$ cat src/cce_cache_pkg.sv
// shared types for the cache bridge; 28-bit addresses, 64-bit words, 64-byte blocks, no atomics
package cce_cache_pkg;

  ////////////////////
  // widths
  ////////////////////

  // physical address and cache word
  localparam int ADDR_W = 28;
  localparam int DATA_W = 64;
  // words per block, beats per block
  localparam int BLOCK_WORDS = 8;
  localparam int BEAT_CNT_W = 3;
  // byte offset within a word, then within a block
  localparam int BYTE_OFFSET_W = 3;
  localparam int BLOCK_OFFSET_W = 6;
  localparam int MASK_W = DATA_W / 8;

  ////////////////////
  // encodings
  ////////////////////

  typedef enum logic [0:0] {e_mem_rd, e_mem_wr} mem_msg_type_e;

  // size in bytes is 1 << code
  typedef enum logic [2:0] {
    e_size_1, e_size_2, e_size_4, e_size_8, e_size_16, e_size_32, e_size_64
  } mem_msg_size_e;

  typedef enum logic [3:0] {
    e_tagst, e_lb, e_lh, e_lw, e_ld, e_lm, e_sb, e_sh, e_sw, e_sd, e_sm
  } cache_op_e;

  typedef enum logic [1:0] {e_reset, e_clear_tag, e_ready, e_send} ctrl_state_e;

  ////////////////////
  // messages
  ////////////////////

  // 32 bits
  typedef struct packed {
    mem_msg_type_e msg_type;
    mem_msg_size_e size;
    logic [ADDR_W-1:0] addr;
  } mem_hdr_s;

  // 544 bits, word 0 in the low bits
  typedef struct packed {
    mem_hdr_s hdr;
    logic [BLOCK_WORDS-1:0][DATA_W-1:0] data;
  } mem_msg_s;

  // 104 bits
  typedef struct packed {
    cache_op_e opcode;
    logic [ADDR_W-1:0] addr;
    logic [DATA_W-1:0] data;
    logic [MASK_W-1:0] mask;
  } cache_pkt_s;

  // index of the last beat, i.e. number of beats minus one
  function automatic logic [BEAT_CNT_W-1:0] last_beat(mem_msg_size_e size);
    case (size)
      e_size_16: return BEAT_CNT_W'(1);
      e_size_32: return BEAT_CNT_W'(3);
      e_size_64: return BEAT_CNT_W'(7);
      default: return '0;
    endcase
  endfunction

endpackage
$ cat src/cce_to_cache.sv
// tags are cleared after each reset before commands are taken; cache must return one beat per packet
`timescale 1ns/1ps

module cce_to_cache
  import cce_cache_pkg::*;
#(
  parameter int SETS_P = 64,
  parameter int WAYS_P = 8
) (
  input  logic              clk_i,
  input  logic              reset_i,
  // memory command
  input  mem_msg_s          mem_cmd_i,
  input  logic              mem_cmd_v_i,
  output logic              mem_cmd_ready_and_o,
  // memory response
  output mem_msg_s          mem_resp_o,
  output logic              mem_resp_v_o,
  input  logic              mem_resp_yumi_i,
  // cache packet
  output cache_pkt_s        cache_pkt_o,
  output logic              cache_v_o,
  input  logic              cache_ready_i,
  // cache data
  input  logic [DATA_W-1:0] cache_data_i,
  input  logic              cache_v_i,
  output logic              cache_yumi_o
);

  localparam int IDX_W = $clog2(SETS_P * WAYS_P);

  mem_msg_s cmd;
  mem_hdr_s hdr;
  ctrl_state_e state;
  logic [BEAT_CNT_W-1:0] beat;
  logic [IDX_W-1:0] tag_idx;
  logic cmd_v, cmd_yumi, hdr_push, hdr_ready, hdr_v, clearing;

  ////////////////////
  // command side
  ////////////////////

  msg_fifo #(.WIDTH_P($bits(mem_msg_s)), .DEPTH_P(4)) cmd_fifo (
    .clk_i(clk_i), .reset_i(reset_i),
    .data_i(mem_cmd_i), .v_i(mem_cmd_v_i), .ready_o(mem_cmd_ready_and_o),
    .data_o(cmd), .v_o(cmd_v), .yumi_i(cmd_yumi)
  );

  cache_cmd_ctrl #(.SETS_P(SETS_P), .WAYS_P(WAYS_P)) ctrl (
    .clk_i(clk_i), .reset_i(reset_i),
    .cmd_i(cmd), .cmd_v_i(cmd_v), .hdr_ready_i(hdr_ready),
    .cache_ready_i(cache_ready_i), .cache_v_i(cache_v_i),
    .cmd_yumi_o(cmd_yumi), .hdr_v_o(hdr_push), .state_o(state),
    .beat_o(beat), .tag_idx_o(tag_idx), .cache_v_o(cache_v_o), .clearing_o(clearing)
  );

  cache_pkt_encode #(.SETS_P(SETS_P), .WAYS_P(WAYS_P)) encode (
    .state_i(state), .cmd_i(cmd), .beat_i(beat), .tag_idx_i(tag_idx), .pkt_o(cache_pkt_o)
  );

  ////////////////////
  // response side
  ////////////////////

  // headers wait here while their data is collected
  msg_fifo #(.WIDTH_P($bits(mem_hdr_s)), .DEPTH_P(2)) hdr_fifo (
    .clk_i(clk_i), .reset_i(reset_i),
    .data_i(cmd.hdr), .v_i(hdr_push), .ready_o(hdr_ready),
    .data_o(hdr), .v_o(hdr_v), .yumi_i(mem_resp_yumi_i)
  );

  resp_collect collect (
    .clk_i(clk_i), .reset_i(reset_i), .clearing_i(clearing),
    .hdr_i(hdr), .hdr_v_i(hdr_v), .data_i(cache_data_i), .v_i(cache_v_i),
    .resp_yumi_i(mem_resp_yumi_i), .yumi_o(cache_yumi_o),
    .resp_o(mem_resp_o), .resp_v_o(mem_resp_v_o)
  );

endmodule

$ cat src/resp_collect.sv
// one beat per cache packet, in order; words beyond the response size are stale, not zeroed
`timescale 1ns/1ps

module resp_collect
  import cce_cache_pkg::*;
(
  input  logic              clk_i,
  input  logic              reset_i,
  input  logic              clearing_i,
  input  mem_hdr_s          hdr_i,
  input  logic              hdr_v_i,
  input  logic [DATA_W-1:0] data_i,
  input  logic              v_i,
  input  logic              resp_yumi_i,
  output logic              yumi_o,
  output mem_msg_s          resp_o,
  output logic              resp_v_o
);

  logic [BEAT_CNT_W-1:0] cnt_r;
  logic [BLOCK_WORDS-1:0][DATA_W-1:0] word_r;
  logic [BLOCK_WORDS-1:0] word_we;
  logic done_r, done_set, beat_take;

  // tag stores are acked during clear; otherwise stall while a response waits
  assign yumi_o    = clearing_i ? v_i : (v_i & hdr_v_i & ~done_r);
  assign beat_take = yumi_o & ~clearing_i;
  assign done_set  = beat_take & (cnt_r == last_beat(hdr_i.size));

  ////////////////////
  // beat to word decode
  ////////////////////

  always_comb begin
    for (int i = 0; i < BLOCK_WORDS; i++) begin
      word_we[i] = beat_take & (cnt_r == BEAT_CNT_W'(i));
    end
  end

  // word store
  always_ff @(posedge clk_i) begin
    for (int i = 0; i < BLOCK_WORDS; i++) begin
      if (word_we[i]) word_r[i] <= data_i;
    end
  end

  ////////////////////
  // output
  ////////////////////

  // the arriving beat bypasses its register so valid can rise on the last beat
  always_comb begin
    resp_o.hdr = hdr_i;
    for (int i = 0; i < BLOCK_WORDS; i++) begin
      resp_o.data[i] = word_we[i] ? data_i : word_r[i];
    end
  end

  assign resp_v_o = hdr_v_i & (done_r | done_set);

  always_ff @(posedge clk_i) begin
    if (reset_i) begin
      cnt_r  <= '0;
      done_r <= 1'b0;
    end else begin
      // yumi closes the response and rewinds the count
      cnt_r  <= resp_yumi_i ? '0 : cnt_r + BEAT_CNT_W'(beat_take);
      done_r <= ~resp_yumi_i & (done_r | done_set);
    end
  end

endmodule

$ cat src/cache_pkt_encode.sv
// combinational; block commands are assumed aligned so base plus 8*beat stays in the block
`timescale 1ns/1ps

module cache_pkt_encode
  import cce_cache_pkg::*;
#(
  parameter int SETS_P = 64,
  parameter int WAYS_P = 8,
  localparam int IDX_W = $clog2(SETS_P * WAYS_P)
) (
  input  ctrl_state_e           state_i,
  input  mem_msg_s              cmd_i,
  input  logic [BEAT_CNT_W-1:0] beat_i,
  input  logic [IDX_W-1:0]      tag_idx_i,
  output cache_pkt_s            pkt_o
);

  cache_op_e op;

  ////////////////////
  // opcode from type and size
  ////////////////////

  always_comb begin
    if (cmd_i.hdr.msg_type == e_mem_rd) begin
      case (cmd_i.hdr.size)
        e_size_1: op = e_lb;
        e_size_2: op = e_lh;
        e_size_4: op = e_lw;
        e_size_8: op = e_ld;
        default: op = e_lm;
      endcase
    end else begin
      case (cmd_i.hdr.size)
        e_size_1: op = e_sb;
        e_size_2: op = e_sh;
        e_size_4: op = e_sw;
        e_size_8: op = e_sd;
        default: op = e_sm;
      endcase
    end
  end

  always_comb begin
    case (state_i)
      e_clear_tag: begin
        // set and way index sits above the block offset
        pkt_o.opcode = e_tagst;
        pkt_o.addr   = ADDR_W'({tag_idx_i, {BLOCK_OFFSET_W{1'b0}}});
        pkt_o.data   = '0;
        pkt_o.mask   = '0;
      end
      default: begin
        // one data word per beat
        pkt_o.opcode = op;
        pkt_o.addr   = cmd_i.hdr.addr + ADDR_W'({beat_i, {BYTE_OFFSET_W{1'b0}}});
        pkt_o.data   = cmd_i.data[beat_i];
        pkt_o.mask   = '1;
      end
    endcase
  end

endmodule

$ cat src/cache_cmd_ctrl.sv
// one command in flight; header queue must have room before a command starts, SETS_P*WAYS_P >= 2
`timescale 1ns/1ps

module cache_cmd_ctrl
  import cce_cache_pkg::*;
#(
  parameter int SETS_P = 64,
  parameter int WAYS_P = 8,
  localparam int IDX_W = $clog2(SETS_P * WAYS_P)
) (
  input  logic                  clk_i,
  input  logic                  reset_i,
  input  mem_msg_s              cmd_i,
  input  logic                  cmd_v_i,
  input  logic                  hdr_ready_i,
  input  logic                  cache_ready_i,
  input  logic                  cache_v_i,
  output logic                  cmd_yumi_o,
  output logic                  hdr_v_o,
  output ctrl_state_e           state_o,
  output logic [BEAT_CNT_W-1:0] beat_o,
  output logic [IDX_W-1:0]      tag_idx_o,
  output logic                  cache_v_o,
  output logic                  clearing_o
);

  localparam logic [IDX_W:0] TAG_TOTAL = (IDX_W + 1)'(SETS_P * WAYS_P);

  ctrl_state_e state_r, state_n;
  // tag stores sent / data beats returned during clear
  logic [IDX_W:0] tag_sent_r, tag_recv_r;
  logic [BEAT_CNT_W-1:0] beat_r, last_beat_r;
  logic pkt_taken, last_taken;

  assign pkt_taken  = cache_v_o & cache_ready_i;
  assign last_taken = pkt_taken & (beat_r == last_beat_r);

  ////////////////////
  // next state and outputs
  ////////////////////

  always_comb begin
    state_n    = state_r;
    cache_v_o  = 1'b0;
    cmd_yumi_o = 1'b0;
    hdr_v_o    = 1'b0;
    case (state_r)
      e_reset: state_n = e_clear_tag;
      e_clear_tag: begin
        cache_v_o = (tag_sent_r != TAG_TOTAL);
        // every tag store sent and acknowledged
        if ((tag_sent_r == TAG_TOTAL) && (tag_recv_r == TAG_TOTAL)) state_n = e_ready;
      end
      e_ready: begin
        // reserve a header slot as the command starts
        if (cmd_v_i & hdr_ready_i) begin
          hdr_v_o = 1'b1;
          state_n = e_send;
        end
      end
      e_send: begin
        cache_v_o = 1'b1;
        if (last_taken) begin
          cmd_yumi_o = 1'b1;
          state_n    = e_ready;
        end
      end
      default: state_n = e_reset;
    endcase
  end

  assign state_o    = state_r;
  assign beat_o     = beat_r;
  assign tag_idx_o  = tag_sent_r[IDX_W-1:0];
  assign clearing_o = (state_r == e_clear_tag);

  ////////////////////
  // registers
  ////////////////////

  always_ff @(posedge clk_i) begin
    if (reset_i) begin
      state_r    <= e_reset;
      tag_sent_r <= '0;
      tag_recv_r <= '0;
      beat_r     <= '0;
    end else begin
      state_r <= state_n;
      if (clearing_o && pkt_taken) tag_sent_r <= tag_sent_r + 1'b1;
      if (clearing_o && cache_v_i) tag_recv_r <= tag_recv_r + 1'b1;
      // step per accepted beat, back to zero after the last
      if (state_r == e_send && pkt_taken) beat_r <= last_taken ? '0 : beat_r + 1'b1;
    end
  end

  // last beat of the command being sent
  always_ff @(posedge clk_i) begin
    if (hdr_v_o) last_beat_r <= last_beat(cmd_i.hdr.size);
  end

endmodule

$ cat src/msg_fifo.sv
// valid/ready in, valid/yumi out; yumi_i only while v_o is high, no bypass from input to output
`timescale 1ns/1ps

module msg_fifo #(
  parameter int WIDTH_P = 32,
  parameter int DEPTH_P = 2
) (
  input  logic               clk_i,
  input  logic               reset_i,
  input  logic [WIDTH_P-1:0] data_i,
  input  logic               v_i,
  output logic               ready_o,
  output logic [WIDTH_P-1:0] data_o,
  output logic               v_o,
  input  logic               yumi_i
);

  localparam int PTR_W = (DEPTH_P > 1) ? $clog2(DEPTH_P) : 1;

  logic [WIDTH_P-1:0] mem_r [DEPTH_P];
  logic [PTR_W-1:0] rd_ptr_r, wr_ptr_r;
  // set by a push, cleared by a pop; tells full from empty when pointers meet
  logic last_push_r;
  logic ptr_eq, push, pop;

  assign ptr_eq  = (rd_ptr_r == wr_ptr_r);
  assign ready_o = ~(ptr_eq & last_push_r);
  assign v_o     = ~(ptr_eq & ~last_push_r);
  assign push    = v_i & ready_o;
  assign pop     = yumi_i;
  assign data_o  = mem_r[rd_ptr_r];

  always_ff @(posedge clk_i) begin
    if (reset_i) begin
      rd_ptr_r    <= '0;
      wr_ptr_r    <= '0;
      last_push_r <= 1'b0;
    end else begin
      // pointers wrap at depth, not at a power of two
      if (push) wr_ptr_r <= (wr_ptr_r == PTR_W'(DEPTH_P - 1)) ? '0 : wr_ptr_r + 1'b1;
      if (pop) rd_ptr_r <= (rd_ptr_r == PTR_W'(DEPTH_P - 1)) ? '0 : rd_ptr_r + 1'b1;
      if (push != pop) last_push_r <= push;
    end
  end

  // storage
  always_ff @(posedge clk_i) begin
    if (push) mem_r[wr_ptr_r] <= data_i;
  end

endmodule

$ cat config.mk
export PLATFORM = sky130hd
export DESIGN_NAME = cce_to_cache
export DESIGN_NICKNAME = d
export VERILOG_FILES = /design/src/cce_cache_pkg.sv /design/src/cce_to_cache.sv /design/src/resp_collect.sv /design/src/cache_pkt_encode.sv /design/src/cache_cmd_ctrl.sv /design/src/msg_fifo.sv
export SDC_FILE = /design/constraint.sdc
export NUM_CORES = 2
export LEC_CHECK = 0
export BUFFER_PORTS_ARGS = -buffer_cell sky130_fd_sc_hd__buf_2
export CORE_MARGIN = 2
export CORE_UTILIZATION = 35
export DETAILED_ROUTE_END_ITERATION = 10
export MAX_ROUTING_LAYER = met4
export PLACE_DENSITY = 0.58
export SLEW_MARGIN = 15
export SYNTH_ARGS = -nofsm -noshare
export SYNTH_HDL_FRONTEND = slang
export SYNTH_HIERARCHICAL = 1
export SYNTH_SLANG_ARGS = --single-unit
$ cat constraint.sdc
create_clock -name clk_i -period 14.2 [get_ports clk_i]
set_input_delay 2.13 -clock clk_i [delete_from_list [all_inputs] [get_ports clk_i]]
set_output_delay 2.13 -clock clk_i [all_outputs]
set_load 0.02 [all_outputs]
==> impl_metrics.env <==
export IMPL_status="complete, no violations"
export IMPL_slew_viol_final=0
export IMPL_ir_worst_vdd_mv=0.108
export IMPL_dr_pass1_iters=6
export IMPL_avgSynthCellArea_um2=22.0
export IMPL_required_ns=12.07
export IMPL_io_buffers=1265
export IMPL_drc=0
export IMPL_antenna_found_initial=220
export IMPL_die_h_um=551
export IMPL_synth_area_um2=105000
export IMPL_grt_busiest_layer="met2"
export IMPL_start_util_pct=35.2
export IMPL_numCtsBuffers=301
export IMPL_hold_viol=0
export IMPL_crit_arrival_ns=5.95
export IMPL_cts_tree="built"
export IMPL_grt_pass1_vias=53000
export IMPL_grt_use_met3_pct=4.80
export IMPL_finalCritPeriodShare_pct=56.9
export IMPL_final_common_cell="edfxtp_1"
export IMPL_synth_warnings=6
export IMPL_viasPerCell=5.09
export IMPL_async_reset_ff_share_pct=0
export IMPL_synth_ff_type="edfxtp_1"
export IMPL_worst_pin_slew_ns=1.13
export IMPL_chipWidth_um=551
export IMPL_clock_sinks=2795
export IMPL_total_power_w=0.0180
export IMPL_syn_to_final_growth_pct=19.4
export IMPL_layout_common_cells="2243 x edfxtp_1, 1265 x buf_2, 672 x mux4_2"
export IMPL_cts_hold_buf=0
export IMPL_drtAntennaViolNets=0
export IMPL_hold_path_class="reg -> reg"
export IMPL_max_cap_viol_count=0
export IMPL_max_slew_margin_pct=24.4
export IMPL_p_per_area_nw_per_um2=144
export IMPL_regToRegStartpoint="cmd_fifo/wr_ptr_r[0]$_SDFFE_PP0P_"
export IMPL_cts_resized=0
export IMPL_crit_path_max_fanout=68
export IMPL_place_hpwl_um=207000
export IMPL_totalWireLength_um=301000
export IMPL_p_leak_nw=43.3
export IMPL_fin_crit_ns=8.08
export IMPL_rows=200
export IMPL_synth_seq_cells=2795
export IMPL_grt_ovfl_total=0
export IMPL_crit_type="reg -> out"
export IMPL_placed_cells=9762
export IMPL_rsz0062_at_grt="false"
export IMPL_post_cts_buffers=0
export IMPL_path_clk_slew_ns=0.06
export IMPL_ys_seq_area_share_pct=74.8
export IMPL_use_met1_pct=23.7
export IMPL_dieArea_um2=304000
export IMPL_synth_edf_count=2243
export IMPL_fin_worst_skew_ns=0.0801
export IMPL_gp_congestion=0.865
export IMPL_synth_cells=4768
export IMPL_globalRouteMet2Util_pct=31.8
export IMPL_grt_usage_pct=19.8
export IMPL_grt_pass1_wl_um=415000
export IMPL_grt_max_degree=138
export IMPL_clock_root_buffer="clkbuf_16"
export IMPL_wl_per_cell_um=28.8
export IMPL_max_freq_mhz=124
export IMPL_cp_start_kind="flop"
export IMPL_drt_iter0_markers=4500
export IMPL_hp_start="collect/word_r[0]$_DFF_P_"
export IMPL_vias=53200
export IMPL_drive_gt1_share_pct=47.4
export IMPL_clock_path_buffers=4
export IMPL_fin_nets=6756
export IMPL_finalSetupViolations=0
export IMPL_synth_cell_types=76
export IMPL_clock_latency_ns=0.90
export IMPL_io_pins=1266
export IMPL_setup_worst_path_end_class="output pin"
export IMPL_coreArea_um2=297000
export IMPL_htree_levels=5
export IMPL_stdcell_count=10500
export IMPL_synth_fp_nets=5398
==> cell usage after synthesis (all sizes together), types with 2 or more instances <==
cell type	instances	share of area, %
o31ai	11	0.079
nand4b	2	0.017
nor4	4	0.024
clkbuf	43	0.15
or3b	2	0.017
a21oi	28	0.13
nand3	15	0.088
nand3b	7	0.074
nor3	12	0.068
edfxtp	2243	64
a211oi	2	0.014
mux4	672	14
nor2	97	0.35
and2	7	0.044
nor2b	7	0.042
and4b	2	0.019
nor3b	5	0.036
ha	15	0.18
or2	2	0.012
xor2	10	0.084
and4bb	3	0.039
and4	3	0.025
inv	20	0.072
or4	12	0.090
and3	7	0.042
xnor2	19	0.16
buf	242	1.6
mux2i	69	0.66
nand2	36	0.13
nand2b	8	0.055
a32o	2	0.019
o21ai	19	0.091
dfxtp	552	11
o211ai	4	0.029
or3	10	0.060
mux2	545	6.0
a21boi	3	0.021
nand4	9	0.054
==> worst paths after layout <==
kind,endpoint,slack (ns),cells after the start
worst min register to register,collect/word_r[0]$_DFF_P_,0.45,1
worst max register to register,cmd_fifo/mem_r[2][53]$_DFFE_PP_,9.62,6
worst max-delay path,cache_pkt_o[41],6.12,8
worst min-delay path,collect/word_r[0]$_DFF_P_,0.45,1
==> layer usage <==
metal | up-vias | part of all wire (%)
met3 | 684 | 7.4
met4 | 0 | 5.0
met5 | - | 0
met1 | 27900 | 39
li1 | 22500 | -
met2 | 2009 | 49
==> logic make-up after synthesis <==
kind of cell / Yosys count / synth area share (%)
AO/OA/AOI/OAI: 83 / 0.506
XOR/XNOR: 29 / 0.242
adder cells (fa/ha/maj): 16 / 0.198
buffers and inverters: 306 / 1.83
flip-flops: 2795 / 74.8
multiplexers: 1286 / 21.1
AND/OR/NAND/NOR: 253 / 1.31
==> cell type report <==
class | count | area [µm²]
Antenna cell | 148 | 370
Sequential cell | 2795 | 78400
Clock buffer | 363 | 7900
Inverter | 21 | 78.8
Multi-Input combinational cell | 1667 | 24500
Clock inverter | 179 | 1830
Tap cell | 3939 | 4930
Timing Repair Buffer | 1340 | 7070
Fill cell | 26100 | 172000
==> flip-flops by register name, summed over array words and instances, names as in the netlist, named ones only <==
register,count
cmd_fifo/mem_r,2176
collect/word_r,512
hdr_fifo/mem_r,64
ctrl/tag_recv_r,10
ctrl/tag_sent_r,10
collect/cnt_r,3
ctrl/beat_o,3
ctrl/last_beat_r,3
cmd_fifo/rd_ptr_r,2
cmd_fifo/wr_ptr_r,2
ctrl/state_o,2
cmd_fifo/last_push_r,1
collect/done_r,1
hdr_fifo/last_push_r,1
hdr_fifo/rd_ptr_r,1
hdr_fifo/wr_ptr_r,1
==> stage by stage <==
step | setup WS [ns] | TNS, ns | cell area, µm² | utilization, % | hold slack [ns]
floorplan | -1.24 | -672.31 | 105000 | - | 0.454
global placement | 6.87 | 0 | 115000 | 38.7 | 0.440
detailed placement | 6.86 | 0 | 115000 | 38.7 | 0.446
CTS | 5.91 | 0 | 125000 | 42.0 | 0.459
global route | 5.72 | 0 | 125000 | 42.1 | 0.473
finish | 6.12 | 0 | 125000 | 42.1 | 0.454
==> critical path: stages (launching register included) <==
cell and delay, ns:
dfxtp_4 0.75, buf_4 0.85, buf_4 0.92, buf_4 0.83, mux4_2 0.41, mux4_2 0.63
mux2i_1 0.20, nor2_1 0.06, buf_2 0.22
==> power by group <==
part           leakage [nW]  internal, W  switching [W]
combinational          13.6     0.000370       0.000658
sequential             25.0      0.00918      0.0000657
clock                  4.77      0.00453        0.00324
(Power assumes the default switching activity.)
